File: src/design/switch_defines.svh
`ifndef SWITCH_DEFINES_SVH
`define SWITCH_DEFINES_SVH

// switch ports
`define NUM_PORTS 4

// mac table index width, 64 entries
`define TABLE_BITS 6

// egress queue depth in bytes, power of two
`define QUEUE_DEPTH 256

// bytes captured before the lookup (dmac + smac)
`define HDR_BYTES 12

`endif

File: src/design/switch_pkg.sv
`default_nettype none
`include "switch_defines.svh"

package switch_pkg;

	typedef logic [7:0] byte_t;

	typedef logic [47:0] mac_t;

	typedef logic [1:0] port_t;

	typedef logic [`NUM_PORTS-1:0] portmap_t; // one bit per port

	typedef logic [`TABLE_BITS-1:0] hash_t;

	typedef enum logic [2:0] {
		IDLE,
		HEADER,
		LOOKUP,
		REPLAY,
		BODY,
		DROP
	} parse_state_t;

endpackage

`default_nettype wire

File: src/design/egress_queue.sv
`timescale 1ns/1ps
`default_nettype none
`include "switch_defines.svh"

module egress_queue (
	input wire clk,
	input wire arst_n,
	input wire wr,
	input wire switch_pkg::byte_t wr_data,
	input wire wr_last,
	output logic space,
	output logic tx_valid,
	input wire tx_ready,
	output switch_pkg::byte_t tx_data,
	output logic tx_last
);

	localparam int AW = $clog2(`QUEUE_DEPTH);
	localparam logic [AW:0] FULL = (AW + 1)'(`QUEUE_DEPTH);

	logic [8:0] mem [`QUEUE_DEPTH]; // {last, byte}
	logic [AW-1:0] wr_ptr;
	logic [AW-1:0] rd_ptr;
	logic [AW:0] count;
	logic push;
	logic pop;

	assign space = (count != FULL);
	assign tx_valid = (count != '0);
	assign {tx_last, tx_data} = mem[rd_ptr]; // head word shows through
	assign push = wr & space;
	assign pop = tx_valid & tx_ready;

	always_ff @(posedge clk) begin
		if (push)
			mem[wr_ptr] <= {wr_last, wr_data};
	end

	always_ff @(posedge clk or negedge arst_n) begin
		if (!arst_n) begin
			wr_ptr <= '0;
			rd_ptr <= '0;
			count <= '0;
		end else begin
			if (push)
				wr_ptr <= wr_ptr + 1'b1;
			if (pop)
				rd_ptr <= rd_ptr + 1'b1;
			case ({push, pop})
				2'b10: count <= count + 1'b1;
				2'b01: count <= count - 1'b1;
				default: ;
			endcase
		end
	end

endmodule

`default_nettype wire

File: config.mk
export PLATFORM = sky130hd
export DESIGN_NAME = egress_queue
export DESIGN_NICKNAME = d
export VERILOG_FILES = /design/src/design/switch_pkg.sv /design/src/design/egress_queue.sv
export VERILOG_INCLUDE_DIRS = /design/src /design/src/design
export SDC_FILE = /design/constraint.sdc
export NUM_CORES = 2
export LEC_CHECK = 0
export ABC_AREA = 1
export BUFFER_PORTS_ARGS = -buffer_cell sky130_fd_sc_hd__clkbuf_2
export CORE_MARGIN = 2
export CORE_UTILIZATION = 35
export CTS_CLUSTER_DIAMETER = 120
export DETAILED_ROUTE_END_ITERATION = 8
export SLEW_MARGIN = 30
export SYNTH_ARGS = -nofsm -noshare
export SYNTH_HDL_FRONTEND = slang
export SYNTH_SLANG_ARGS = --single-unit
export TNS_END_PERCENT = 5
File: constraint.sdc
create_clock -name clk -period 2.9 [get_ports clk]
set_input_delay 0.29 -clock clk [delete_from_list [all_inputs] [get_ports clk]]
set_output_delay 0.29 -clock clk [all_outputs]
set_load 0.1 [all_outputs]
==> impl_metrics.tcl <==
set metrics [dict create \
    yosys.area.top_type "edfxtp_1" \
    synth_seq_cells 2329 \
    syn_nets 9016 \
    post-route-drc-count 0 \
    cp-start-kind "flop" \
    dp_hpwl_um 177100 \
    hold_class "input port to asynchronous set/reset pin" \
    min_period_ns 3.862 \
    crit_path_cell_trace "buf_12 > clkinv_16 > buf_12 > buf_12 > buf_16 > buf_4 > nand2_1 > nand2_1 > nand2_1 > a21oi_2 > nor2_1 > buf_4 > nand2_4 > nand3_1 > nand3_2 > nand3_4 > nand2_4 > buf_12" \
    cpLargestDelayFamily "buffers and inverters" \
    clock_sinks 2329 \
    grt_usage_pct 20.02 \
    fin_skew_ns 0.07601 \
    setup_slack_ns -0.9618 \
    grt_start_max_net_pins 93 \
    clock_latency_ns 0.90 \
    drtAntennaViolNets 0 \
    crit_fanout 7 \
    chipHeight_um 533.2 \
    dr.pass1.iters 6 \
    p_total_mw 118.6 \
    syn_to_final_growth_pct 21.06 \
    die_area_sq_um 284300 \
    synth_ff_type "edfxtp_1" \
    yosys-top-cells-area "edfxtp_1 (71%), nand2_1 (8.8%), nor2_1 (5.2%)" \
    start_util_pct 35.15 \
    cts_tree "yes" \
    fin_cells 13419 \
    netlist_area_sq_um 98020 \
    violations "negative setup slack" \
    status "complete, but fails checks" \
    die_width_um 533.2 \
    yosys.area.top_type_share_pct 70.58 \
    critical_path.slowest_cell "dfrtp_4" \
    cpMostUsedCell "buf_12" \
    syn_area_per_cell_sq_um 10.90 \
    rsz0062_at_grt "true" \
    drive_above_1_share_pct 15.19 \
    critPathBufInv 8 \
    max_clock_freq_ghz 0.2589 \
    post-route-period-util_pct 133.2 \
    final_area_sq_um 118700 \
    dpl_cell_area_sq_um 107400 \
    clockBufferDepth 3 \
    yosysWarnings 0 \
    cp.depth 18 \
    r2r_cells 10 \
    drv_cap 0 \
    grt_pass1_wl_um 430200 \
    num_rows 194 \
    cts-root-buf "clkbuf_16" \
    setup-violations-final 9 \
    cp-end-kind "output port" \
    timing_hold_violations_final 0 \
    ff2ff_setup_slack_ns 0.10 \
    cp_data_arrival_time_ns 3.57 \
    synth_edf_count 2304 \
    grt_antenna_before_repair 8 \
    wl_per_cell_um 21.93 \
    path_class "flop to output port" \
    syn_inst 8989 \
    numCtsBuffers 233 \
    async_flop_share_pct 1.073 \
    synth-seq-area-share_pct 71.22 \
    post_synth_num_cell_types 30 \
    drtIter0Drc 8122 \
    drv_slew 0 \
    final_nets 9525 \
    drt-vias-per-instance 5.127 \
    clk_pin_slew_worst_paths_ns 0.06 \
    critPathRequiredTime_ns 2.61 \
    worst_pin_slew_ns 1.067 \
    p_leak_nw 44.94 \
    cpPeakStageDelay_ns 0.50 \
    tns_ns -8.353 \
    place_congestion 0.9049 \
    max-vdd-ir-drop_mv 1.111 \
    maxSlewHeadroom_pct 28.42 \
    first_global_vias 65831 \
    gr-total-overflow 0 \
    power.density_nw_per_um2 999.5 \
    core_sq_um 278900 \
    placed_cells 12876 \
    wirelength_um 294300 \
    io_buffer_count 23 \
    ios 24 \
    h-tree-depth 4 \
    num_vias 68797 \
]
cells in the final DEF, fill, tap and decap left out, types with 12 or more instances in the layout:
cell           count
edfxtp_1        2304
nand2_1         2203
nor2_1          1230
nand3_1          734
inv_1            732
o21ai_0          522
buf_4            490
clkbuf_16        251
buf_12           146
o211ai_1         113
nor2_2           111
clkinv_1          85
a21oi_1           82
o21ai_1           82
nand2_2           66
nand3_2           59
clkbuf_1          50
buf_16            47
buf_6             43
clkinv_2          37
a21oi_2           34
nand2_4           27
nor2_4            23
dfrtp_1           21
inv_2             18
buf_8             18
xor2_1            17
bufinv_16         13
nand3_4           12
bufbuf_16         12
dlygate4sd3_1     12
per-stage QoR:
stage | hold WS, ns | setup WS, ns | util [%]
after floorplan | -0.005591 | 0.01839 | -
after global placement | 0.4207 | -0.7878 | 38.52
after detailed placement | 0.4340 | -0.8265 | 38.52
after CTS | 0.008559 | -0.9680 | 42.07
after global routing | 0.06417 | -1.049 | 42.55
final | 0.04102 | -0.9618 | 42.55
cells by family after synthesis:
kind of cell / synth area share (%)
and+or+nand+nor: 18.31
buffers and inverters: 5.490
xor gates and xnor gates: 0.1698
AOI/OAI and AO/OA: 4.623
adders and majority gates: 0.1864
DFF: 71.22
worst paths after layout:
| path | startpoint | end |
|---|---|---|
| max | rd_ptr[0] | tx_last |
| min | arst_n | count[6] |
| max reg2reg | count[6] | mem[240][2] |
| min reg2reg | count[2] | count[2] |
| max in group asynchronous | arst_n | rd_ptr[0] |
| min in group clk | wr_data[6] | mem[125][6] |
cell usage after synthesis (all sizes together) (13+ instances only):
library cell / n
ha: 13
buf: 328
nand2: 2297
o21ai: 607
clkinv: 14
dfrtp: 25
nor2: 1364
edfxtp: 2304
inv: 755
xor2: 17
a21oi: 121
nand3: 805
o211ai: 113
clkbuf: 189
area by class of cell:
| cell class | instances | area, sq um |
|---|---|---|
| antenna | 2 | 5.005 |
| clock buffer | 284 | 6043 |
| clock inverter | 146 | 1191 |
| fill | 25616 | 160200 |
| inverter | 769 | 2939 |
| multi-input combinational | 5374 | 24380 |
| sequential | 2329 | 69820 |
| tap | 3724 | 4659 |
| timing repair buffer | 790 | 9610 |
| timing repair inverter | 1 | 11.26 |
worst reg2reg max path, cell delays in order (launching register included):
cell and delay (ns):
dfrtp_1 0.42, nor2_1 0.07, nand2_1 0.11, nor3_4 0.06, nand2_4 0.06, nand2_2 0.10, buf_12 0.17, clkinvlp_4 0.18
nand4_1 0.33, buf_12 0.34, nor2_2 0.60
registers in the layout, summed over array words and instances (netlist names):
register,flops
mem,2304
count,9
rd_ptr,8
wr_ptr,8
repair_timing:
| action | 4_1_cts | 5_1_grt |
|---|---|---|
| hold buffers | 12 | 0 |
| pin swaps | 43 | 82 |
| endpoints found under the setup margin | 598 | 244 |
| resized for setup | 330 | 240 |
| buffers inserted | 36 | 18 |
| cloned | 32 | 18 |
| endpoints found under the hold margin | 445 | 0 |
per-layer routing:
layer	GRT usage, %	vias up	share of wire (%)
met5	0	-	0
met4	7.147	0	3.6
met3	3.486	526	8.9
met2	32.04	3184	47
met1	27.35	33826	41
li1	-	31261	-
power by group:
group	switching, mW	leakage (nW)	internal (mW)
combinational	33.2	20.4	18.5
clock	13.0	3.51	15.9
sequential	0.345	21.0	37.5
Note: power is estimated with default switching activity, not from simulation.
