`src/design/switch_defines.svh`:
```
`ifndef SWITCH_DEFINES_SVH
`define SWITCH_DEFINES_SVH

// switch ports
`define NUM_PORTS 4

// mac table index width, 64 entries
`define TABLE_BITS 6

// egress queue depth in bytes, power of two
`define QUEUE_DEPTH 256

// bytes captured before the lookup (dmac + smac)
`define HDR_BYTES 12

`endif

```
`src/design/switch_pkg.sv`:
```
`default_nettype none
`include "switch_defines.svh"

package switch_pkg;

	typedef logic [7:0] byte_t;

	typedef logic [47:0] mac_t;

	typedef logic [1:0] port_t;

	typedef logic [`NUM_PORTS-1:0] portmap_t; // one bit per port

	typedef logic [`TABLE_BITS-1:0] hash_t;

	typedef enum logic [2:0] {
		IDLE,
		HEADER,
		LOOKUP,
		REPLAY,
		BODY,
		DROP
	} parse_state_t;

endpackage

`default_nettype wire

```
`src/design/frame_if.sv`:
```
`timescale 1ns/1ps
`default_nettype none

// byte stream, one byte per valid/ready handshake
interface frame_if;
	logic valid;
	logic ready;
	switch_pkg::byte_t data;
	logic last; // marks the final byte of a frame

	modport src (output valid, output data, output last, input ready);
	modport dst (input valid, input data, input last, output ready);
endinterface


`default_nettype wire

```
`src/design/port_arbiter.sv`:
```
`timescale 1ns/1ps
`default_nettype none
`include "switch_defines.svh"

module port_arbiter (
	input wire clk,
	input wire arst_n,
	input wire switch_pkg::portmap_t rx_valid,
	output switch_pkg::portmap_t rx_ready,
	input wire switch_pkg::byte_t rx_data [`NUM_PORTS],
	input wire switch_pkg::portmap_t rx_last,
	frame_if.src out,
	output switch_pkg::port_t src_port
);

	logic busy; // a frame is granted
	switch_pkg::port_t grant; // current or last granted port
	switch_pkg::port_t pick;
	switch_pkg::port_t idx;
	logic found;

	// first valid port after the last grant
	always_comb begin
		pick = grant;
		idx = grant;
		found = 1'b0;
		for (int i = 1; i <= `NUM_PORTS; i++) begin
			idx = switch_pkg::port_t'(grant + i);
			if (!found && rx_valid[idx]) begin
				pick = idx;
				found = 1'b1;
			end
		end
	end

	always_ff @(posedge clk or negedge arst_n) begin
		if (!arst_n) begin
			busy <= 1'b0;
			grant <= switch_pkg::port_t'(`NUM_PORTS - 1); // port 0 searched first
		end else if (!busy) begin
			if (found) begin
				busy <= 1'b1;
				grant <= pick;
			end
		end else if (out.valid && out.ready && out.last) begin
			busy <= 1'b0; // released after the last byte
		end
	end

	assign out.valid = busy & rx_valid[grant];
	assign out.data = rx_data[grant];
	assign out.last = rx_last[grant];
	assign src_port = grant;

	// back-pressure goes to the granted port only
	always_comb begin
		rx_ready = '0;
		rx_ready[grant] = busy & out.ready;
	end

endmodule

`default_nettype wire

```
`src/flat_wrapper.sv`:
```
// flat-port wrapper written by rule: the top's interface ports become plain ports
module port_arbiter_flat 
  (clk, arst_n, rx_valid, rx_ready, rx_data, rx_last, src_port, out_valid, out_data, out_last, out_ready);
  frame_if out_i ();
  input wire clk;
  input wire arst_n;
  input wire switch_pkg::portmap_t rx_valid;
  output switch_pkg::portmap_t rx_ready;
  input wire switch_pkg::byte_t rx_data[`NUM_PORTS];
  input wire switch_pkg::portmap_t rx_last;
  output switch_pkg::port_t src_port;
  output wire logic [$bits(out_i.valid)-1:0] out_valid;
  output wire logic [$bits(out_i.data)-1:0] out_data;
  output wire logic [$bits(out_i.last)-1:0] out_last;
  input wire logic [$bits(out_i.ready)-1:0] out_ready;
  assign out_valid = out_i.valid;
  assign out_data = out_i.data;
  assign out_last = out_i.last;
  assign out_i.ready = out_ready;
  port_arbiter u_core (.clk(clk), .arst_n(arst_n), .rx_valid(rx_valid), .rx_ready(rx_ready), .rx_data(rx_data), .rx_last(rx_last), .out(out_i), .src_port(src_port));
endmodule
```
`config.mk`:
```
export PLATFORM = sky130hd
export DESIGN_NAME = port_arbiter_flat
export DESIGN_NICKNAME = d
export VERILOG_FILES = /design/src/design/switch_pkg.sv /design/src/design/frame_if.sv /design/src/design/port_arbiter.sv /design/src/flat_wrapper.sv
export VERILOG_INCLUDE_DIRS = /design/src /design/src/design
export SDC_FILE = /design/constraint.sdc
export NUM_CORES = 1
export LEC_CHECK = 0
export BUFFER_PORTS_ARGS = -buffer_cell sky130_fd_sc_hd__buf_2
export CAP_MARGIN = 20
export CORE_ASPECT_RATIO = 0.9
export CORE_MARGIN = 1
export CORE_UTILIZATION = 38
export DETAILED_ROUTE_END_ITERATION = 16
export HOLD_SLACK_MARGIN = 0.06
export PLACE_DENSITY = 0.91
export SETUP_SLACK_MARGIN = 0.4
export SLEW_MARGIN = 15
export SYNTH_ARGS = -nofsm -noshare
export SYNTH_HDL_FRONTEND = slang
export SYNTH_SLANG_ARGS = --single-unit
```
`constraint.sdc`:
```
create_clock -name clk -period 3.95 [get_ports clk]
set_clock_uncertainty 0.05 [all_clocks]
set_input_delay 0.1975 -clock clk [delete_from_list [all_inputs] [get_ports clk]]
set_output_delay 0.1975 -clock clk [all_outputs]
set_load 0.01 [all_outputs]
```
==> summary.md <==
| Metric | Value |
|---|---|
| YS warnings | 0 |
| Starting Density | 41.67% |
| All-Layer GR Usage | 22.60% |
| Post-route clock period utilization | 68.11% |
| HP Class | input port to flip-flop |
| Drt initial violations | 8 |
| Sequential share of the synthesized area | 12.58% |
| GP Congestion | 0.7442 |
| Total CTS buffers | 3 |
| Drt pass-1 iters | 4 |
| Synth Register Bits | 3 |
| Share of cells above drive strength 1 | 73.58% |
| Row Count | 13 |
| Io pins | 59 |
| Power Dens Cells | 695.4 nW/um^2 |
| Compound-Gate Fraction of Synth Area | 11.56% |
| Worst rel slew slack | 62.46% |
| Peak supply drop | 309.5 uV |
| Worst Setup SP | u_core.src_port[0] |
| Clk root buf | clkbuf_4 |
| Min-delay src | out_ready |
| Crit path max fanout | 21 |
| WP data arrival | 2800 ps |
| Clk sinks | 3 |
| Core footprint | 1480 um^2 |
| First-pass GRT wire length | 2760 um |
| Post-layout power | 0.6587 mW |
| XOR/XNOR Fraction of Synth Area | 1.420% |
| Main combinational cell family by area after synthesis | multiplexers |
| Post-synthesis mux area share | 49.70% |
| Fmax | 371.7 MHz |
| Reg2Reg Launch Point | u_core.src_port[0] |
| Max-cap violations | 0 |
| Detailed placement HPWL | 1492 um |
| Ant. Diodes | 0 |
| Slew @ Worst Pin | 563.2 ps |
| Syn-to-layout area delta | 53.55% |
| Clock H-tree levels | 1 |
| Setup_tns | 0 ps |
| Clock latency on the worst-skew pair | 240 ps |
| Commonest non-fill, non-tap cell in the layout | buf_2 |
| CTS tree | done |
| Synthesized Nets | 94 |
| I/O Buffers | 58 |
| Post-Synth Adder-Cell Area | 8.114% |
| Post-CTS Setup Bufs | 0 |
| Post-route DRC violation count | 0 |
| Routed len/inst | 14.14 um |
| Type of origin of the critical path | flip-flop |
| Final ANT Viol Nets | 0 |
| Die extent in y | 40.22 um |
| Req. time, crit path | 4060 ps |
| RSZ-0062 raised after global routing | no |
| Most frequent cells in the layout | buf_2 (58), mux4_2 (12), and3_1 (4), ha_1 (4) |
| Final setup violation count | 0 |
| Die Span X | 44.47 um |
| Worst R2R Setup Slack | 1260 ps |
| Vias in the first global route | 726 |
| Slew Viols, Final | 0 |
| Critical path class | flip-flop to flip-flop |
| Die area | 1789 um^2 |
| Worst setup EP type | flip-flop |
| Mapped Area | 616.8 um^2 |
| Status | completed |
| Vias per inst | 5.445 |
| Initial antenna violation count | 0 |
| Avg Synthesized Cell Area | 13.12 um^2 |
| Maximum buffer depth of the clock tree | 2 |
| Leak pwr | 0.4800 nW |
| Final Hold Fails | 0 |
| Synthesized instance count | 47 |
| Tmin final | 2690 ps |
| Layout net count | 154 |
| Largest net degree at the start of global routing | 22 |
| Netlist cell types | 26 |
| Clk slew on worst S/H paths | 40 ps |
| WL final | 1810 um |
| DR vias | 697 |
| Gr ovfl total | 0 |
| Fraction of the mapped netlist area in simple logic gates | 10.95% |
[through the flow]
step                area [um^2]  utilization (%)  setup slack [ps]  hold slack, ps  std cells
detailed placement        910.9            61.54              1252          -52.62        123
global route              947.2            63.99              1101           197.4        128
floorplan                 616.8                -              1315          -148.1         47
finish                    947.2            63.99              1260           173.6        128
global placement          910.9            61.54              1344          -55.56        123
CTS                       947.2            63.99              1236           180.8        128
[cells by family (layout without fill, tap and decap cells)]
group	Yosys count	in the layout
buffers and inverters	7	66
flip-flops	3	3
multiplexers	14	14
AND/OR/NAND/NOR	10	10
AO/OA/AOI/OAI	8	8
adder cells (fa/ha/maj)	4	4
XOR/XNOR	1	1
[area by class of cell]
cell class / instances / area (um^2)
fill: 116 / 533.0
inverter: 3 / 11.26
tap: 22 / 27.53
timing repair buffer: 59 / 300.3
multi-input combinational: 37 / 504.2
clock buffer: 4 / 26.28
sequential: 3 / 77.57
[sequential cells by signal, indices dropped and copies added, names as in the netlist]
signal,cells
u_core.src_port,2
u_core.busy,1
[synthesized netlist by cell type]
cell / instances / share of area, %
mux4_2: 12 / 44
and3_1: 4 / 4.1
ha_1: 4 / 8.1
inv_1: 3 / 1.8
clkbuf_1: 2 / 1.2
dfstp_2: 2 / 8.5
a2111oi_2: 1 / 2.4
a221oi_1: 1 / 1.4
a22oi_1: 1 / 1.2
a41oi_1: 1 / 1.4
and2_1: 1 / 1.0
buf_2: 1 / 0.81
buf_6: 1 / 1.8
dfrtp_1: 1 / 4.1
mux2i_1: 1 / 1.6
mux4_1: 1 / 4.3
nand2_1: 1 / 0.61
nor2_1: 1 / 0.61
nor2b_1: 1 / 1.0
nor3_2: 1 / 1.6
nor3b_2: 1 / 2.0
o21ai_0: 1 / 0.81
o21bai_1: 1 / 1.2
o31ai_1: 1 / 1.2
o41a_1: 1 / 1.8
xnor2_1: 1 / 1.4
[worst max-delay path: stages, from the launching register on]
cell and delay, ps:
dfstp_2 890, inv_1 130, ha_1 410, mux4_2 580, nand2_1 110, o31ai_1 70
o41a_1 370
[timing repair]
action / in CTS / in global routing
hold buffers: 1 / 0
endpoints found under the hold margin: 3 / 0
gates resized for setup: 0 / 0
[worst paths after layout]
kind | to | cells past startpoint
worst min-delay path | u_core.busy | 2
worst max-delay path | u_core.src_port[1] | 6
worst min register to register | u_core.busy | 1
min in group asynchronous | u_core.busy | 2
worst max register to register | u_core.src_port[1] | 6
max in group asynchronous | u_core.src_port[0] | 2
[power by group]
group | switching (mW) | leakage, nW | internal (mW)
Clock | 0.0188 | 0.0150 | 0.0380
Combinational | 0.200 | 0.434 | 0.265
Sequential | 0.0823 | 0.0305 | 0.0553
[metal layers]
metal / GRT usage, % / up-vias / routed length, um
met5: 0 / - / 0
met4: 14.39 / 0 / 45
met3: 2.252 / 5 / 133
met2: 48.16 / 46 / 1031
met1: 20.68 / 328 / 600
li1: - / 318 / -
No activity file was read; power rests on OpenSTA's default activity.
