File: config.mk
export PLATFORM = sky130hd
export DESIGN_NAME = mac_table_flat
export DESIGN_NICKNAME = d
export VERILOG_FILES = /design/src/design/switch_pkg.sv /design/src/design/frame_if.sv /design/src/design/mac_table.sv /design/src/flat_wrapper.sv
export VERILOG_INCLUDE_DIRS = /design/src /design/src/design
export SDC_FILE = /design/constraint.sdc
export NUM_CORES = 2
export LEC_CHECK = 0
export BUFFER_PORTS_ARGS = -buffer_cell sky130_fd_sc_hd__buf_2
export CORE_ASPECT_RATIO = 1.5
export CORE_MARGIN = 3
export CORE_UTILIZATION = 41
export DETAILED_ROUTE_END_ITERATION = 16
export HOLD_SLACK_MARGIN = 0.15
export SYNTH_ARGS = -nofsm -noshare
export SYNTH_HDL_FRONTEND = slang
export SYNTH_SLANG_ARGS = --single-unit
File: constraint.sdc
create_clock -name clk -period 5.2 [get_ports clk]
set_clock_uncertainty 0.2 [all_clocks]
set_input_delay 1.56 -clock clk [delete_from_list [all_inputs] [get_ports clk]]
set_output_delay 1.56 -clock clk [all_outputs]
set_load 0.01 [all_outputs]
File: src/design/switch_defines.svh
`ifndef SWITCH_DEFINES_SVH
`define SWITCH_DEFINES_SVH

// switch ports
`define NUM_PORTS 4

// mac table index width, 64 entries
`define TABLE_BITS 6

// egress queue depth in bytes, power of two
`define QUEUE_DEPTH 256

// bytes captured before the lookup (dmac + smac)
`define HDR_BYTES 12

`endif

File: src/design/switch_pkg.sv
`default_nettype none
`include "switch_defines.svh"

package switch_pkg;

	typedef logic [7:0] byte_t;

	typedef logic [47:0] mac_t;

	typedef logic [1:0] port_t;

	typedef logic [`NUM_PORTS-1:0] portmap_t; // one bit per port

	typedef logic [`TABLE_BITS-1:0] hash_t;

	typedef enum logic [2:0] {
		IDLE,
		HEADER,
		LOOKUP,
		REPLAY,
		BODY,
		DROP
	} parse_state_t;

endpackage

`default_nettype wire

File: src/design/frame_if.sv
`timescale 1ns/1ps
`default_nettype none


// parser to mac table, req held until ack
interface lookup_if;
	logic req;
	logic ack;
	switch_pkg::mac_t dmac;
	switch_pkg::mac_t smac;
	switch_pkg::port_t src_port;
	switch_pkg::portmap_t portmap; // valid while ack is high

	modport requester (
		output req,
		output dmac,
		output smac,
		output src_port,
		input ack,
		input portmap
	);
	modport rsp (
		input req,
		input dmac,
		input smac,
		input src_port,
		output ack,
		output portmap
	);
endinterface

`default_nettype wire

File: src/design/mac_table.sv
`timescale 1ns/1ps
`default_nettype none
`include "switch_defines.svh"

module mac_table (
	input wire clk,
	input wire arst_n,
	lookup_if.rsp lkp
);

	localparam int ENTRIES = 1 << `TABLE_BITS;
	localparam int SLICES = $bits(switch_pkg::mac_t) / `TABLE_BITS;

	logic [ENTRIES-1:0] ent_valid;
	switch_pkg::mac_t ent_mac [ENTRIES];
	switch_pkg::port_t ent_port [ENTRIES];

	switch_pkg::hash_t d_hash;
	switch_pkg::hash_t s_hash;
	logic start;
	logic busy; // entry read, learn pending
	logic ack;
	switch_pkg::portmap_t portmap;
	logic rd_valid;
	switch_pkg::mac_t rd_mac;
	switch_pkg::port_t rd_port;
	logic hit;
	switch_pkg::portmap_t flood;

	// xor of the 6-bit slices
	function automatic switch_pkg::hash_t mac_hash(input switch_pkg::mac_t mac);
		switch_pkg::hash_t h;
		h = '0;
		for (int i = 0; i < SLICES; i++) begin
			h ^= mac[i*`TABLE_BITS +: `TABLE_BITS];
		end
		return h;
	endfunction

	assign d_hash = mac_hash(lkp.dmac);
	assign s_hash = mac_hash(lkp.smac);

	// req stays high through ack, so ignore it then
	assign start = lkp.req & ~busy & ~ack;

	assign hit = rd_valid && (rd_mac == lkp.dmac);
	assign flood = ~(switch_pkg::portmap_t'(1) << lkp.src_port); // all but ingress

	assign lkp.ack = ack;
	assign lkp.portmap = portmap;

	always_ff @(posedge clk or negedge arst_n) begin
		if (!arst_n) begin
			busy <= 1'b0;
			ack <= 1'b0;
			rd_valid <= 1'b0;
			ent_valid <= '0;
		end else begin
			busy <= start;
			ack <= busy;
			if (start)
				rd_valid <= ent_valid[d_hash];
			if (busy)
				ent_valid[s_hash] <= 1'b1;
		end
	end

	always_ff @(posedge clk) begin
		if (start) begin
			rd_mac <= ent_mac[d_hash]; // state before this frame's learn
			rd_port <= ent_port[d_hash];
		end
		if (busy) begin
			ent_mac[s_hash] <= lkp.smac; // overwrite on collision
			ent_port[s_hash] <= lkp.src_port;
			if (&lkp.dmac || !hit)
				portmap <= flood;
			else if (rd_port == lkp.src_port)
				portmap <= '0; // stays on the ingress segment
			else
				portmap <= switch_pkg::portmap_t'(1) << rd_port;
		end
	end

endmodule

`default_nettype wire

File: src/flat_wrapper.sv
// flat-port wrapper written by rule: the top's interface ports become plain ports
module mac_table_flat 
  (clk, arst_n, lkp_req, lkp_dmac, lkp_smac, lkp_src_port, lkp_ack, lkp_portmap);
  lookup_if lkp_i ();
  input wire clk;
  input wire arst_n;
  input wire logic [$bits(lkp_i.req)-1:0] lkp_req;
  input wire logic [$bits(lkp_i.dmac)-1:0] lkp_dmac;
  input wire logic [$bits(lkp_i.smac)-1:0] lkp_smac;
  input wire logic [$bits(lkp_i.src_port)-1:0] lkp_src_port;
  output wire logic [$bits(lkp_i.ack)-1:0] lkp_ack;
  output wire logic [$bits(lkp_i.portmap)-1:0] lkp_portmap;
  assign lkp_i.req = lkp_req;
  assign lkp_i.dmac = lkp_dmac;
  assign lkp_i.smac = lkp_smac;
  assign lkp_i.src_port = lkp_src_port;
  assign lkp_ack = lkp_i.ack;
  assign lkp_portmap = lkp_i.portmap;
  mac_table u_core (.clk(clk), .arst_n(arst_n), .lkp(lkp_i));
endmodule
==> summary.txt <==
Worst setup path
  • Reg2Reg Depth: 8
  • Critical path peak fanout: 27
  • Worst Setup End Kind: flip-flop
  • Critical Path Start: lkp_dmac[36]
  • CP Capture Point: u_core.rd_mac[0]
  • CP startpoint kind: primary input
  • Worst EP arrival: 4.86 ns
  • Worst R2R End: u_core.lkp.portmap[0]
  • Crit path required time: 5.52 ns
  • Crit Reg-Reg Startpoint: u_core.rd_mac[9]
  • Flop2flop setup slack: 2.31 ns
  • WS Path Type: primary input to flip-flop

Pwr
  • Internal power: 0.0509 W
  • Power share of the sequential group: 43.0%
  • Clock power share: 30.4%
  • Part of the power in combinational logic: 26.6%
  • PwrDens: 479 nW/um2
  • Peak supply drop: 0.380 mV
  • Lkg Pwr: 48.4 nW
  • Psw: 0.0211 W
  • Switching portion of total power: 29.3%

STA
  • Least-Margin Pin Slew: 1.20 ns
  • Final Slew Violations: 0
  • Crit share post-route: 87.3%
  • F_max: 220 MHz
  • Final Hold Fails: 0
  • Tmin final: 4.54 ns
  • Post-route worst setup slack: 0.661 ns
  • Max-slew headroom: 20.1%
  • Setup_tns: 0 ns
  • Final setup fails: 0
  • RSZ-0062 raised after global routing: false

Floorplan
  • Core ar.: 310000 um2
  • Initial Utilization: 41.3%
  • Die Ht: 691 um
  • Die extent in x: 463 um
  • Die Footprint: 319000 um2
  • # IOs: 106
  • Row count: 250

Synth
  • Post-synth ARST share: 2.02%
  • Cell Area, Synth: 128000 um2
  • Cells after synthesis: 6086
  • Sequential area share after synthesis: 77.5%
  • Synth cell types: 48
  • Top-area cell type share of the netlist area: 76.2%
  • Top post-synthesis cells by area: edfxtp_1, mux4_2, nand2_1
  • EDFF count, synth: 3254
  • Ys flop type: edfxtp_1
  • Yosys Warn Count: 0
  • Syn nets: 6187
  • #FFs+latches synth: 3321
  • Syn avg cell area: 21.1 um2
  • Yosys top cell by area: edfxtp_1

Clocking
  • Clk_lat worst skew: 0.88 ns
  • CTS tree: built
  • Reg clk slew, reported paths: 0.06 ns
  • Hold_buf cts: 0
  • Inserted Clock Buffers: 295
  • H-tree Lvls: 5
  • Root Buffer: clkbuf_16
  • Clock Sinks: 3321
  • Setup Fix Bufs, Post-CTS: 0
  • Clock Path Buffers: 4
  • Cts repair resizes: 0

Global route
  • GRT busiest layer: met2
  • Grt met1 use: 30.3%
  • GRT Util Overall: 24.7%
  • Vias in the first global route: 68.2k
  • Gr ovfl total: 0
  • Initial antenna violation count: 12
  • First-pass GRT wire length: 552000 um
  • Met2 Use GR: 42.1%
  • GR Layer Usage met3: 4.40%
  • Largest net degree at the start of global routing: 65

Finish
  • Area growth syn-to-layout: 17.2%
  • Most common cell after layout, fill and taps aside: edfxtp_1
  • Most frequent cells in the layout: edfxtp_1, mux4_2, nand2_1
  • Layout Nets: 6818
  • Fraction of layout cells with a size suffix above 1: 28.9%

Drt
  • Via count: 66.7k
  • Residual DRC: 0
  • Routed Wire Length: 399000 um
  • ANT nets after route: 0
  • Vias per inst: 6.01
  • 1st-iter DRT viols: 8196
  • Detailed Routing Iterations Pass 1: 5
  • Wire per inst: 36.0 um

Placement
  • IO Port Bufs: 105
  • Placer Congestion: 0.847
  • Post-DP HPWL: 241000 um
  • Place WS: -0.261 ns

Status
  • Status: finished clean

Hold path
  • Hold Path Class: flip-flop to flip-flop

Run
  • Max-cap viol count: 0
-- kinds of logic (layout without fill, tap and decap cells) --
kind of cell | Yosys count | in the layout | share of synthesized area [%]
other cells | 0 | 5 | 0
compound gates | 149 | 149 | 0.987
flops | 3321 | 3321 | 77.5
xor+xnor | 132 | 132 | 0.908
simple gates | 1166 | 1166 | 3.91
buf+inv | 327 | 1175 | 1.06
mux | 991 | 991 | 15.6
-- through the flow --
stage / utilization (%) / instance area (um2) / cells / hold slack, ns / power, W
finish: 48.5 / 150000 / 11100 / 0.264 / 0.0720
global route: 48.5 / 150000 / 11100 / 0.278 / 0.0743
detailed placement: 45.4 / 141000 / 10600 / 0.251 / 0.0508
global placement: 45.4 / 141000 / 10600 / 0.244 / 0.0507
CTS: 48.5 / 150000 / 11100 / 0.265 / 0.0724
floorplan: - / 128000 / 6086 / 0.234 / 0.0425
-- synth_stat cells, types with 4 or more instances --
cell,count
a2111oi_0,7
a211oi_1,8
a21oi_1,4
a221oi_1,6
a32oi_1,46
and2_1,8
buf_1,50
buf_2,91
buf_4,5
clkbuf_1,171
dfrtp_1,67
edfxtp_1,3254
inv_1,10
mux2i_1,186
mux4_2,803
nand2_1,687
nand2b_1,4
nand3_1,281
nand4_1,24
nor2_1,82
nor4_1,6
o221ai_1,46
or2_2,64
xnor2_1,120
xor2_1,11
-- final cells by class --
type / count / area [um2]
fillers: 25100 / 160000
flip-flops and latches: 3321 / 99400
multi-input cells: 2438 / 28000
repair buffers: 651 / 8120
clock buffers: 374 / 8030
well taps: 4158 / 5200
clock inverters: 140 / 1380
inverters: 10 / 37.5
diodes: 5 / 12.5
-- worst min path at each step --
stage | start | endpoint | slack (ns) | cells after the start
finish | u_core.ent_valid[44] | u_core.ent_valid[44] | 0.26 | 1
global route | u_core.ent_valid[6] | u_core.ent_valid[6] | 0.28 | 1
CTS | u_core.ent_valid[44] | u_core.ent_valid[44] | 0.27 | 1
detailed placement | u_core.ent_valid[44] | u_core.ent_valid[44] | 0.25 | 1
global placement | u_core.ent_valid[45] | u_core.ent_valid[45] | 0.24 | 1
floorplan | u_core.ent_valid[13] | u_core.ent_valid[13] | 0.23 | 1
-- critical path, cell delays in order --
cell and delay (ns):
buf_2 0.13, xnor2_1 0.23, xnor2_1 0.19, xnor2_2 0.34, buf_12 0.28, buf_4 0.23
buf_12 0.26, mux4_2 0.53, mux2i_1 0.21, mux2i_1 0.11, a32oi_1 0.36, o221ai_1 0.37
-- metal layers --
metal / vias up / share of wire [%]
li1: 26200 / -
met1: 36400 / 36
met2: 3281 / 50
met3: 771 / 7.8
met4: 2 / 5.9
met5: - / 0.0033
-- state kept, by name (all words and copies together) (netlist names) --
name and flops:
u_core.rd_mac 48, u_core.rd_port 2, u_core.lkp.portmap 4, u_core.ent_port 128, u_core.ent_mac 3072, u_core.lkp.ack 1, u_core.ent_valid 64, u_core.busy 1
u_core.rd_valid 1
-- power by group through the flow --
| stage | registers (W) | logic [W] | clock network (W) |
|---|---|---|---|
| floorplan | 0.0310 | 0.0115 | 0 |
| global placement | 0.0315 | 0.0191 | 0 |
| detailed placement | 0.0315 | 0.0192 | 0 |
| CTS | 0.0310 | 0.0193 | 0.0222 |
| global route | 0.0310 | 0.0202 | 0.0231 |
| finish | 0.0310 | 0.0191 | 0.0219 |
No activity file was read; power rests on OpenSTA's default activity.
