===== config.mk =====
export PLATFORM = sky130hd
export DESIGN_NAME = frame_parser_flat
export DESIGN_NICKNAME = d
export VERILOG_FILES = /design/src/design/switch_pkg.sv /design/src/design/frame_if.sv /design/src/design/frame_parser.sv /design/src/flat_wrapper.sv
export VERILOG_INCLUDE_DIRS = /design/src /design/src/design
export SDC_FILE = /design/constraint.sdc
export NUM_CORES = 1
export LEC_CHECK = 0
export BUFFER_PORTS_ARGS = -buffer_cell sky130_fd_sc_hd__buf_2
export CAP_MARGIN = 20
export CORE_ASPECT_RATIO = 0.75
export CORE_MARGIN = 3
export CORE_UTILIZATION = 53
export DETAILED_ROUTE_END_ITERATION = 10
export PLACE_DENSITY = 0.93
export SLEW_MARGIN = 20
export SYNTH_ARGS = -nofsm -noshare
export SYNTH_HDL_FRONTEND = slang
export SYNTH_SLANG_ARGS = --single-unit

===== constraint.sdc =====
create_clock -name clk -period 9.3 [get_ports clk]
set_clock_uncertainty 0.1 [all_clocks]
set_input_delay 1.395 -clock clk [delete_from_list [all_inputs] [get_ports clk]]
set_output_delay 1.395 -clock clk [all_outputs]
set_load 0.01 [all_outputs]

===== src/design/switch_defines.svh =====
`ifndef SWITCH_DEFINES_SVH
`define SWITCH_DEFINES_SVH

// switch ports
`define NUM_PORTS 4

// mac table index width, 64 entries
`define TABLE_BITS 6

// egress queue depth in bytes, power of two
`define QUEUE_DEPTH 256

// bytes captured before the lookup (dmac + smac)
`define HDR_BYTES 12

`endif


===== src/design/switch_pkg.sv =====
`default_nettype none
`include "switch_defines.svh"

package switch_pkg;

	typedef logic [7:0] byte_t;

	typedef logic [47:0] mac_t;

	typedef logic [1:0] port_t;

	typedef logic [`NUM_PORTS-1:0] portmap_t; // one bit per port

	typedef logic [`TABLE_BITS-1:0] hash_t;

	typedef enum logic [2:0] {
		IDLE,
		HEADER,
		LOOKUP,
		REPLAY,
		BODY,
		DROP
	} parse_state_t;

endpackage

`default_nettype wire


===== src/design/frame_if.sv =====
`timescale 1ns/1ps
`default_nettype none

// byte stream, one byte per valid/ready handshake
interface frame_if;
	logic valid;
	logic ready;
	switch_pkg::byte_t data;
	logic last; // marks the final byte of a frame

	modport src (output valid, output data, output last, input ready);
	modport dst (input valid, input data, input last, output ready);
endinterface

// parser to mac table, req held until ack
interface lookup_if;
	logic req;
	logic ack;
	switch_pkg::mac_t dmac;
	switch_pkg::mac_t smac;
	switch_pkg::port_t src_port;
	switch_pkg::portmap_t portmap; // valid while ack is high

	modport requester (
		output req,
		output dmac,
		output smac,
		output src_port,
		input ack,
		input portmap
	);
	modport rsp (
		input req,
		input dmac,
		input smac,
		input src_port,
		output ack,
		output portmap
	);
endinterface

`default_nettype wire


===== src/design/frame_parser.sv =====
`timescale 1ns/1ps
`default_nettype none
`include "switch_defines.svh"

module frame_parser (
	input wire clk,
	input wire arst_n,
	frame_if.dst in,
	input wire switch_pkg::port_t src_port,
	lookup_if.requester lkp,
	output switch_pkg::portmap_t wr,
	output switch_pkg::byte_t wr_data,
	output logic wr_last,
	input wire switch_pkg::portmap_t space
);

	localparam int HDR_W = `HDR_BYTES * 8;
	localparam int MAC_W = $bits(switch_pkg::mac_t);
	localparam int CNT_W = $clog2(`HDR_BYTES);
	localparam logic [CNT_W-1:0] HDR_END = CNT_W'(`HDR_BYTES - 1);

	switch_pkg::parse_state_t state;
	logic [HDR_W-1:0] hdr; // first byte sits at the top
	logic [CNT_W-1:0] cnt;
	switch_pkg::portmap_t map;
	logic req;
	logic ok;
	logic take;

	// every queue of the frame has room
	assign ok = &(space | ~map);
	assign take = in.valid & in.ready;

	assign lkp.req = req;
	assign lkp.dmac = hdr[HDR_W-1 -: MAC_W];
	assign lkp.smac = hdr[HDR_W-MAC_W-1 -: MAC_W];
	assign lkp.src_port = src_port;

	always_comb begin
		in.ready = 1'b0;
		wr = '0;
		wr_data = in.data;
		wr_last = in.last;
		case (state)
			switch_pkg::HEADER: in.ready = 1'b1;
			switch_pkg::REPLAY: begin
				wr = ok ? map : '0;
				wr_data = hdr[HDR_W-1 -: 8];
				wr_last = 1'b0; // header never ends a frame here
			end
			switch_pkg::BODY: begin
				in.ready = ok;
				wr = (ok && in.valid) ? map : '0;
			end
			switch_pkg::DROP: in.ready = 1'b1; // swallow the rest
			default: ;
		endcase
	end

	always_ff @(posedge clk or negedge arst_n) begin
		if (!arst_n) begin
			state <= switch_pkg::IDLE;
			cnt <= '0;
			req <= 1'b0;
			map <= '0;
		end else begin
			case (state)
				switch_pkg::IDLE: begin
					cnt <= '0;
					if (in.valid)
						state <= switch_pkg::HEADER;
				end
				switch_pkg::HEADER: begin
					if (take) begin
						cnt <= cnt + 1'b1;
						if (in.last) begin
							state <= switch_pkg::IDLE; // runt, no lookup
						end else if (cnt == HDR_END) begin
							state <= switch_pkg::LOOKUP;
							req <= 1'b1;
						end
					end
				end
				switch_pkg::LOOKUP: begin
					if (lkp.ack) begin
						req <= 1'b0;
						map <= lkp.portmap;
						cnt <= '0;
						if (lkp.portmap == '0)
							state <= switch_pkg::DROP;
						else
							state <= switch_pkg::REPLAY;
					end
				end
				switch_pkg::REPLAY: begin
					if (ok) begin
						cnt <= cnt + 1'b1;
						if (cnt == HDR_END)
							state <= switch_pkg::BODY;
					end
				end
				switch_pkg::BODY, switch_pkg::DROP: begin
					if (take && in.last)
						state <= switch_pkg::IDLE;
				end
				default: state <= switch_pkg::IDLE;
			endcase
		end
	end

	// shift in on capture, shift out on replay
	always_ff @(posedge clk) begin
		if (state == switch_pkg::HEADER && take)
			hdr <= {hdr[HDR_W-9:0], in.data};
		else if (state == switch_pkg::REPLAY && ok)
			hdr <= hdr << 8;
	end

endmodule

`default_nettype wire


===== src/flat_wrapper.sv =====
// flat-port wrapper written by rule: the top's interface ports become plain ports
module frame_parser_flat 
  (clk, arst_n, src_port, wr, wr_data, wr_last, space, in_valid, in_data, in_last, in_ready, lkp_req, lkp_dmac, lkp_smac, lkp_src_port, lkp_ack, lkp_portmap);
  frame_if in_i ();
  lookup_if lkp_i ();
  input wire clk;
  input wire arst_n;
  input wire switch_pkg::port_t src_port;
  output switch_pkg::portmap_t wr;
  output switch_pkg::byte_t wr_data;
  output logic wr_last;
  input wire switch_pkg::portmap_t space;
  input wire logic [$bits(in_i.valid)-1:0] in_valid;
  input wire logic [$bits(in_i.data)-1:0] in_data;
  input wire logic [$bits(in_i.last)-1:0] in_last;
  output wire logic [$bits(in_i.ready)-1:0] in_ready;
  output wire logic [$bits(lkp_i.req)-1:0] lkp_req;
  output wire logic [$bits(lkp_i.dmac)-1:0] lkp_dmac;
  output wire logic [$bits(lkp_i.smac)-1:0] lkp_smac;
  output wire logic [$bits(lkp_i.src_port)-1:0] lkp_src_port;
  input wire logic [$bits(lkp_i.ack)-1:0] lkp_ack;
  input wire logic [$bits(lkp_i.portmap)-1:0] lkp_portmap;
  assign in_i.valid = in_valid;
  assign in_i.data = in_data;
  assign in_i.last = in_last;
  assign in_ready = in_i.ready;
  assign lkp_req = lkp_i.req;
  assign lkp_dmac = lkp_i.dmac;
  assign lkp_smac = lkp_i.smac;
  assign lkp_src_port = lkp_i.src_port;
  assign lkp_i.ack = lkp_ack;
  assign lkp_i.portmap = lkp_portmap;
  frame_parser u_core (.clk(clk), .arst_n(arst_n), .in(in_i), .src_port(src_port), .lkp(lkp_i), .wr(wr), .wr_data(wr_data), .wr_last(wr_last), .space(space));
endmodule

==> results_dict.tcl <==
set metrics [dict create \
    fin_util_pct 69.7 \
    required_ns 7.81 \
    setup_slack_ns 5.39 \
    combPwrFrac_pct 27.0 \
    fill_cells 467 \
    syn_inst 221 \
    initial_utilization_pct 55.9 \
    grt_pass1_vias 2282 \
    chipWidth_um 105 \
    first_iter_violations 160 \
    min_period_ns 3.91 \
    postCtsSetupBuffers 0 \
    numPlacedInstances 442 \
    cts_tree "built" \
    max_freq_ghz 0.256 \
    dp_hpwl_um 5880 \
    run_status "finished clean" \
    design_area_um2 4880 \
    viasPerCell 5.29 \
    seq_area_um2 3180 \
    synth_area_per_cell_um2 17.7 \
    hp-class "reg -> reg" \
    cts_buffers 9 \
    max_cap_viol_count 0 \
    pin_count 136 \
    final_cell_count_no_fill 459 \
    syn_area_um2 3910 \
    crit_buf_inv 2 \
    crit_top_cell "buf_2" \
    seqPwrFrac_pct 53.3 \
    grt_use_total_pct 20.1 \
    maxSlewHeadroom_pct 65.1 \
    setup_viol 0 \
    wl_um 8210 \
    grt_max_degree 99 \
    ir_drop_mv 0.182 \
    critical_path_arrival_ns 2.42 \
    leakage_nw 1.99 \
    drive_gt1_share_pct 45.4 \
    postRouteAntennaNets 0 \
    tightest_slew_ns 0.524 \
    antenna_found_initial 0 \
    slew_viol_final 0 \
    core_um2 6990 \
    portBuffers 131 \
    period_share_pct 42.1 \
    root_buffer "clkbuf_8" \
    cts_num_sinks 108 \
    p_per_area_nw_per_um2 318 \
    clock_latency_ns 0.35 \
    cp_cell_sequence "buf_2, nand2b_1, nand4_1, a21oi_1, and2_1, buf_2" \
    multi_input_area_um2 658 \
    power_mw 1.55 \
    async_flop_share_pct 11.1 \
    clk_path_buf_depth 2 \
    swShare_pct 32.5 \
    path_class "in -> out" \
    syn_nets 245 \
    cpPeakStageDelay_ns 0.26 \
    hold_buffers 0 \
    ys_seq_area_share_pct 81.4 \
    cts_resized 0 \
    hold_viol 0 \
    path_clk_slew_ns 0.10 \
    p_int_mw 1.05 \
    crit_slowest_cell "a21oi_1" \
    gp_congestion 0.862 \
    hold_ws_ns 0.353 \
    cts_htree_levels 3 \
    synth_edf_count 96 \
    die_y_um 80.4 \
    grt_pass1_wl_um 12600 \
    rows 26 \
    post_dp_cell_area_um2 4630 \
    yosysUniqueCellTypes 43 \
    p_clk_share_pct 19.7 \
    cp-start-kind "input pin" \
    routedWlPerCell_um 17.9 \
    grt_overflow 0 \
    rsz0062_at_grt "no" \
    n_antenna_cell 0 \
    firstDrtPassIters 5 \
    num_vias 2428 \
    worst_setup_path_end_kind "output port" \
    die_area_um2 8450 \
    finalSetupTns_ns 0 \
    drc 0 \
    synth_ff_type "edfxtp_1" \
    cp_top_family "simple AND/OR/NAND/NOR gates" \
    dp_slack_ns 5.43 \
    cp_max_fo 4 \
    synth_seq_cells 108 \
    nets 380 \
    p_sw_mw 0.505 \
    area_growth_pct 24.8 \
    yosys_warnings 0 \
]
[worst reg2reg max path, stage by stage, from the launching register on]
cell	delay [ns]
dfrtp_1	0.64
and3b_2	0.43
a21o_4	0.52
buf_16	0.34
[kinds of logic after synthesis]
group / after synthesis / share of synthesized area (%)
fa+ha+maj: 1 / 0.320
flops: 108 / 81.4
buf+inv: 11 / 1.95
compound gates: 19 / 3.78
simple gates: 77 / 11.1
mux: 5 / 1.44
[Yosys cell counts, types with 2 or more instances]
cell / number / share of area (%)
edfxtp_1: 96 / 74
nand2_1: 29 / 2.8
and2_1: 14 / 2.2
dfrtp_1: 12 / 7.7
nand3_1: 6 / 0.77
mux2_2: 5 / 1.4
nor2_1: 5 / 0.48
a21oi_1: 4 / 0.51
inv_1: 3 / 0.29
nand2b_1: 3 / 0.48
nor4_1: 3 / 0.48
o21ai_0: 3 / 0.38
a211o_1: 2 / 0.45
and3_1: 2 / 0.32
buf_2: 2 / 0.26
buf_4: 2 / 0.38
buf_6: 2 / 0.58
nor2b_1: 2 / 0.32
or2b_2: 2 / 0.45
[state kept, by name, summed over array words and instances, names as in the netlist]
| name | flops |
|---|---|
| u_core.map | 4 |
| u_core.lkp.req | 1 |
| u_core.cnt | 4 |
| u_core.hdr | 96 |
| u_core.state | 3 |
[per-layer routing]
| layer | GRT usage (%) | wire, µm |
|---|---|---|
| met1 | 28.4 | 3710 |
| met2 | 29.0 | 3730 |
| met3 | 7.31 | 647 |
| met4 | 6.68 | 129 |
| met5 | 0 | 0 |
[cell usage in the layout, fill, tap and decap left out, types with 3 or more instances in the layout]
cell type,netlist,routed
mux2_2,5,5
edfxtp_1,96,96
nand2_1,29,29
and2_1,14,14
clkbuf_8,1,9
buf_2,2,131
nor2_1,5,5
nand3_1,6,6
a21oi_1,4,4
nand2b_1,3,3
inv_1,3,3
nor4_1,3,3
dfrtp_1,12,12
o21ai_0,3,3
[final cells by class]
cell class / instances / share of cell area [%]
tap: 98 / 2.51
clock inverter: 7 / 1.97
inverter: 3 / 0.231
clock buffer: 9 / 2.54
sequential: 108 / 65.2
timing repair buffer: 132 / 14.0
multi-input combinational: 102 / 13.5
[path summary, 6_finish.rpt]
kind | startpoint | endpoint | slack, ns | cells after the start
max | space[0] | wr[2] | 5.39 | 6
min | u_core.hdr[2] | u_core.hdr[10] | 0.35 | 0
max reg2reg | u_core.state[0] | u_core.hdr[22] | 6.95 | 3
min reg2reg | u_core.hdr[2] | u_core.hdr[10] | 0.35 | 0
max in group asynchronous | arst_n | u_core.cnt[0] | 8.07 | 1
min in group asynchronous | arst_n | u_core.map[1] | 0.80 | 1
[power by group through the flow]
stage	clock network, mW	logic, mW	registers, mW
2_1_floorplan	0	0.206	0.868
3_3_place_gp	0	0.404	0.830
3_5_place_dp	0	0.412	0.840
4_1_cts	0.317	0.411	0.832
5_1_grt	0.340	0.456	0.844
6_report	0.307	0.419	0.827
Note: power is estimated with default switching activity, not from simulation.
